### src/design/fp_alu_consts.svh
`ifndef FP_ALU_CONSTS_SVH
`define FP_ALU_CONSTS_SVH

// ==============================
// Field and datapath sizes
// ==============================
`define FP_FIELD_WIDTH 512
`define FP_WORD_WIDTH  32
`define FP_WORDS       16   // Slices per field element
`define FP_OP_WIDTH    2

// CSIDH-512 prime
`define FP_PRIME {128'h65b48e8f740f89bffc8ab0d15e3e4c4a, \
                  128'hb42d083aedc88c425afbfcc69322c9cd, \
                  128'ha7aac6c567f35507516730cc1f0b4f25, \
                  128'hc2721bf457aca8351b81b90533c6c87b}

`endif

### src/design/fp_alu_pkg.sv
`default_nettype none

package fp_alu_pkg;

`include "fp_alu_consts.svh"

    typedef logic [`FP_FIELD_WIDTH-1:0]   field_t;
    typedef logic [`FP_FIELD_WIDTH:0]     field_ext_t;   // Field element plus carry
    typedef logic [`FP_WORD_WIDTH-1:0]    word_t;
    typedef logic [2*`FP_FIELD_WIDTH-1:0] product_t;

    typedef enum logic [`FP_OP_WIDTH-1:0] {
        OP_RESERVED = 2'b00,
        OP_ADD      = 2'b01,
        OP_SUB      = 2'b10,
        OP_MUL      = 2'b11
    } op_t;

    typedef struct packed {
        op_t    op;
        field_t a;
        field_t b;
    } alu_req_t;

    typedef struct packed {
        field_ext_t x;
        field_ext_t y;
        logic       subtract;   // x - y when set
    } add_req_t;

    typedef enum logic [1:0] {
        SEQ_IDLE,
        SEQ_PASS1,
        SEQ_PASS2,
        SEQ_MUL
    } seq_state_t;

endpackage

`default_nettype wire

### src/design/fp_carry_select_adder.sv
`timescale 1ns/1ps
`default_nettype none
`include "fp_alu_consts.svh"

module fp_carry_select_adder (
    input  wire                        clk,
    input  wire                        rst,
    input  wire fp_alu_pkg::add_req_t  add_req,
    input  wire                        add_go,
    output fp_alu_pkg::field_ext_t     sum,
    output logic                       carry_out,
    output logic                       add_done
);

    localparam int W      = `FP_WORD_WIDTH;
    localparam int SLICES = `FP_WORDS + 1;   // Top slice carries bit 512 and the carry
    localparam int PAD_W  = SLICES * W;

    fp_alu_pkg::field_ext_t y_in;
    logic [PAD_W-1:0]       x_pad;
    logic [PAD_W-1:0]       y_pad;
    logic [W:0]             part0 [SLICES];
    logic [W:0]             part1 [SLICES];
    logic                   carry_in;
    logic [PAD_W-1:0]       joined;

    assign y_in  = add_req.subtract ? ~add_req.y : add_req.y;
    assign x_pad = PAD_W'(add_req.x);
    assign y_pad = PAD_W'(y_in);

    always_ff @(posedge clk) begin
        if (rst) begin
            add_done <= 1'b0;
        end else begin
            add_done <= add_go;
        end
    end

    // ==============================
    // Cycle 1: both candidate sums per slice
    // ==============================
    always_ff @(posedge clk) begin
        if (add_go) begin
            carry_in <= add_req.subtract;   // Completes the two's complement of y
            for (int i = 0; i < SLICES; i++) begin
                part0[i] <= {1'b0, x_pad[i*W +: W]} + {1'b0, y_pad[i*W +: W]};
                part1[i] <= {1'b0, x_pad[i*W +: W]} + {1'b0, y_pad[i*W +: W]} + 1'b1;
            end
        end
    end

    // ==============================
    // Cycle 2: carry ripple picks a sum
    // ==============================
    always_comb begin
        logic c;
        c = carry_in;
        for (int i = 0; i < SLICES; i++) begin
            if (c) begin
                joined[i*W +: W] = part1[i][W-1:0];
                c = part1[i][W];
            end else begin
                joined[i*W +: W] = part0[i][W-1:0];
                c = part0[i][W];
            end
        end
    end

    assign sum       = joined[`FP_FIELD_WIDTH:0];
    assign carry_out = joined[`FP_FIELD_WIDTH+1];   // High means no borrow on subtract

endmodule

`default_nettype wire

### config.mk
export PLATFORM = sky130hd
export DESIGN_NAME = fp_carry_select_adder
export DESIGN_NICKNAME = d
export VERILOG_FILES = /design/src/design/fp_alu_pkg.sv /design/src/design/fp_carry_select_adder.sv
export VERILOG_INCLUDE_DIRS = /design/src /design/src/design
export SDC_FILE = /design/constraint.sdc
export NUM_CORES = 2
export LEC_CHECK = 0
export ABC_AREA = 1
export BUFFER_PORTS_ARGS = -buffer_cell sky130_fd_sc_hd__buf_2
export CAP_MARGIN = 0
export CELL_PAD_IN_SITES_DETAIL_PLACEMENT = 1
export CELL_PAD_IN_SITES_GLOBAL_PLACEMENT = 1
export CORE_AREA = 2 2 596 598
export DETAILED_ROUTE_END_ITERATION = 10
export DIE_AREA = 0 0 598 600
export GPL_ROUTABILITY_DRIVEN = 0
export PLACE_DENSITY = 0.51
export SLEW_MARGIN = 20
export SYNTH_ARGS = -nofsm -noshare
export SYNTH_HDL_FRONTEND = slang
export SYNTH_SLANG_ARGS = --single-unit
### constraint.sdc
create_clock -name clk -period 8.5 [get_ports clk]
set_input_delay 1.275 -clock clk [delete_from_list [all_inputs] [get_ports clk]]
set_output_delay 1.275 -clock clk [all_outputs]
set_load 0.05 [all_outputs]
Word-level counts from Yosys, hierarchy flattened:

Memory sizes are Yosys's and may differ from the RTL's.
Index checks and enable logic that the tools add are counted.

* $add $sub $neg: 34
* $mul: 0
* divide/modulo/power cells: 0
* order comparisons: 0
* equal/unequal tests: 0
* shifts and indexed selects: 0
* muxes and demuxes: 36
* bitwise logic cells: 1
* reduce and logical (&&, ||, !) cells: 0

Operators with widths (count)
* adder 32 x 32 -> 33 bit: 16
* adder 33 x 1 -> 33 bit, second input constant: 16
* 2-to-1 mux 513 bit: 1
* inverter 513 bit: 1
* 2-to-1 mux 32 bit: 16
* 2-to-1 mux 1 bit: 18
* adder 2 x 1 -> 3 bit, second input constant: 1
* adder 1 x 1 -> 2 bit: 1
* 2-to-1 mux 2 bit: 1

* register bits after elaboration: 2
* bits in latches: 0
* bits in writable memories: 1122
* ROM bits: 0
* input port bits: 1030
* output and inout bits: 515
* word-level logic and storage cells: 75
* memories kept: 2

Memories
* part0: words 17, bits a word 33, rd ports 17, clocked after Yosys merged registers in 0, write ports 17, RTL line fp_carry_select_adder.sv:22 `logic [W:0] part0 [SLICES];`
* part1: words 17, bits a word 33, rd ports 17, clocked after Yosys merged registers in 0, write ports 17, RTL line fp_carry_select_adder.sv:23 `logic [W:0] part1 [SLICES];`

Depth between registers and ports, before layout:

An unclocked memory read counts as a cell.

* word-level depth: 18
* gate-level depth with buffers: 32
* depth with buffers taken out: 29

Least setup slack after synthesis:

Ideal clock, no wire load.

* path type: input -> register
* start point: input port add_req[0] in the netlist's numbering
* end point: memory part1[0][358] in the netlist's numbering, data pin
* setup time: 0.268 ns
* arrival time: 5.242 ns
* data required time: 8.232 ns
* slack: 2.991 ns
* stages on the path: 29
* path buffers: 3
* path through: clkbuf_1 clkbuf_1 buf_1 xor2_1 ha_1 fa_1 nand2_1 inv_1 o21ai_1 nand2_1 nand2_1 nand2_1 xor2_1 inv_1 nor2_1 inv_1 nor2_2 inv_1 nor2_1 nand2_1 nor2_2 nand2_1 nor2_1 nand2_1 nor2_2 nand2_1 nor2_2 nand3_1 xor2_1

RTL lines
* from (decl): RTL line fp_carry_select_adder.sv:8 `input wire fp_alu_pkg::add_req_t add_req,`
* to (decl): RTL line fp_carry_select_adder.sv:23

Final worst setup path:

* start point: register carry_in
* end point: output port sum[480]

* cells in the longest elaborated chain, start to end: 16

RTL lines
* from (decl): RTL line fp_carry_select_adder.sv:24 `logic carry_in;`
* from (signal assigned): RTL line fp_carry_select_adder.sv:44 `carry_in <= add_req.subtract;`
* 2-to-1 mux 1 bit (15 in a row): RTL line fp_carry_select_adder.sv:59 `if (c) begin`
* 2-to-1 mux 32 bit: RTL line fp_carry_select_adder.sv:59
* to (decl): RTL line fp_carry_select_adder.sv:10 `output fp_alu_pkg::field_ext_t sum,`

Every way passes these cells.

==> flow_metrics.env <==
export IMPL_synth_top_cells_by_area="edfxtp_1, nand2_1, xor2_1"
export IMPL_synth_top_area_share_pct=38.6
export IMPL_setup_ws_ns=0.786
export IMPL_ios=1545
export IMPL_relSlewSlack_pct=23.6
export IMPL_startpoint_type="register"
export IMPL_gr_usage_all_layers_pct=22.5
export IMPL_post_route_drc_count=0
export IMPL_post_place_ws_ns=-0.307
export IMPL_end_kind="output pin"
export IMPL_synth_edf_count=1061
export IMPL_min_period_over_period_pct=90.8
export IMPL_fp_coreArea_mm2=0.352
export IMPL_firstDrtPassIters=7
export IMPL_rows=218
export IMPL_path_class="reg2out"
export IMPL_dp_final_hpwl_um=362000
export IMPL_htree_levels=4
export IMPL_fillCellCount=42400
export IMPL_multi_input_area_mm2=0.0457
export IMPL_drt_total_wl_um=420000
export IMPL_grt_max_degree=162
export IMPL_drv_cap=0
export IMPL_syn_inst=10100
export IMPL_grt_pass1_vias=80700
export IMPL_cp_max_fo=35
export IMPL_final_core_util_pct=28.9
export IMPL_rsz0062_at_grt="no"
export IMPL_die_w_um=598
export IMPL_finalMaxSlewViolations=0
export IMPL_cts_tree="built"
export IMPL_yosysSeqAreaShare_pct=38.6
export IMPL_grt_pass1_wl_um=585000
export IMPL_place_port_buffers=1544
export IMPL_p_leak_nw=47.1
export IMPL_fin_hold_ws_ns=0.609
export IMPL_status="completed"
export IMPL_synth_ff_type="edfxtp_1"
export IMPL_crit_arrival_ns=6.44
export IMPL_post_cts_buffers=0
export IMPL_syn_avg_cell_area_um2=8.16
export IMPL_antenna_found_initial=171
export IMPL_regArea_mm2=0.0319
export IMPL_via_count=77100
export IMPL_synth_cell_types=64
export IMPL_mostFrequentLayoutCells="nand2_1, buf_2, xor2_1"
export IMPL_syn_nets=11700
export IMPL_die_h_um=600
export IMPL_power_density_mw_per_mm2=294
export IMPL_path_clk_slew_ns=0.06
export IMPL_hold_path_class="in2reg"
export IMPL_vdd_drop_max_mv=0.192
export IMPL_dieArea_mm2=0.359
export IMPL_antenna_left=0
export IMPL_period_needed_ns=7.71
export IMPL_fmax_ghz=0.130
export IMPL_start_util_pct=23.5
export IMPL_grt_overflow=0
export IMPL_layout_commonest_cell="nand2_1"
export IMPL_final_setup_viol_count=0
export IMPL_finalHoldViolCount=0
export IMPL_numCtsBuffers=149
export IMPL_clock_sinks=1062
export IMPL_yosys_register_bits=1062
export IMPL_area_growth_pct=23.3
export IMPL_yosys_area_top_type="edfxtp_1"
export IMPL_hold_buffers=0
export IMPL_drt_iter0_markers=4574
export IMPL_synthArstFlopShare_pct=0
export IMPL_required_ns=7.22
export IMPL_synth_cell_area_mm2=0.0826
export IMPL_post_drt_wl_per_cell_um=25.4
export IMPL_synth_warnings=0
export IMPL_worst_pin_slew_ns=1.14
export IMPL_cts_root_buf="clkbuf_16"
export IMPL_via_per_inst=4.66
export IMPL_max_clock_path_buffers=4
export IMPL_fin_nets=13300
export IMPL_drive_above_1_share_pct=17.3
## power breakdown
group          internal, W  leakage (nW)  switching, W
clock network      0.00356          2.25       0.00264
registers          0.00742          10.4      0.000513
logic              0.00384          34.5        0.0120
## cells by family (layout without fill, tap and decap cells)
kind of cell | count (synthesis) | in the layout | share of synthesized area (%)
buffers and inverters | 1327 | 3038 | 6.15
adder cells (fa/ha/maj) | 590 | 590 | 9.08
other | 0 | 101 | 0
AND/OR/NAND/NOR | 4683 | 4683 | 24.0
flip-flops | 1062 | 1062 | 38.6
AO/OA/AOI/OAI | 1086 | 1086 | 7.54
multiplexers | 32 | 32 | 0.436
XOR/XNOR | 1335 | 1335 | 14.2
## registers in the layout (all words and copies together), names as in the netlist
register / cells
add_done: 1
carry_in: 1
part0: 530
part1: 530
## metrics by stage
step                instance area (µm²)  setup TNS, ns  total power [W]  std cells
global placement                  96800          -5.32           0.0239      16200
global route                     102000              0           0.0316      16500
CTS                              102000              0           0.0304      16400
finish                           102000              0           0.0300      16500
detailed placement                96900          -7.70           0.0240      16200
floorplan                         82600              0           0.0177      10100
## critical path: stages (launching register included)
cell and delay (ns):
edfxtp_1 0.50, bufinv_8 0.41, nand2_8 0.11, nand2_8 0.26, nand2_2 0.13, nand3_4 0.10
nand3_1 0.12, nand3_2 0.14, nand2_4 0.26, nand2_1 0.17, nand3_2 0.11, nand2_2 0.09
buf_6 0.28, nand2_1 0.14, nand3_2 0.20, nand3_1 0.30, nand3_4 0.22, nand2_8 0.17
nand2_2 0.17, nand3_4 0.12, nand2_8 0.25, nand2_2 0.18, nand3_4 0.14, nand2_8 0.17
inv_12 0.34, nand2_1 0.10, nand2_1 0.08, buf_2 0.26
## layer usage
metal	GRT usage (%)	up-vias	part of all wire (%)
li1	-	36700	-
met1	26.1	37700	40
met2	40.7	2063	50
met3	3.75	649	4.9
met4	9.45	64	4.7
met5	0	-	0.099
## repair_timing
| action | 4_1_cts | 5_1_grt |
|---|---|---|
| gates cloned | 0 | 0 |
| endpoints found under the setup margin | 96 | 96 |
| resized for setup | 8 | 8 |
## synthesized netlist by cell type, types with 16 or more instances
library cell,instances
nand2_4,35
nand2_1,2837
o21bai_1,37
o21ai_2,21
mux2_2,32
nand3b_1,19
buf_1,44
nor3_2,28
edfxtp_1,1061
ha_1,574
o21a_1,26
clkbuf_1,86
nand4_1,169
o211ai_1,28
nor4_1,87
o21ai_0,183
a31oi_1,23
nor3_1,121
xor2_1,1162
inv_1,1160
a21o_1,35
nor2_2,18
a21oi_1,564
nor2_1,932
nand3_1,361
o21ai_1,58
fa_1,16
and3_1,16
a21boi_1,29
xnor2_1,166
## worst paths after layout
path,startpoint,endpoint,slack [ns],depth (start not counted)
max,carry_in$_DFFE_PP_,sum[480],0.79,27
min,rst,add_done$_SDFF_PP0_,0.61,2
## layout make-up
class,instances,area share (%)
clock inverters,88,0.825
multi-input cells,7726,44.8
flip-flops and latches,1062,31.3
repair buffers,1602,8.97
well taps,4620,5.67
diodes,101,0.248
clock buffers,172,3.77
inverters,1176,4.38
(Power assumes the default switching activity.)
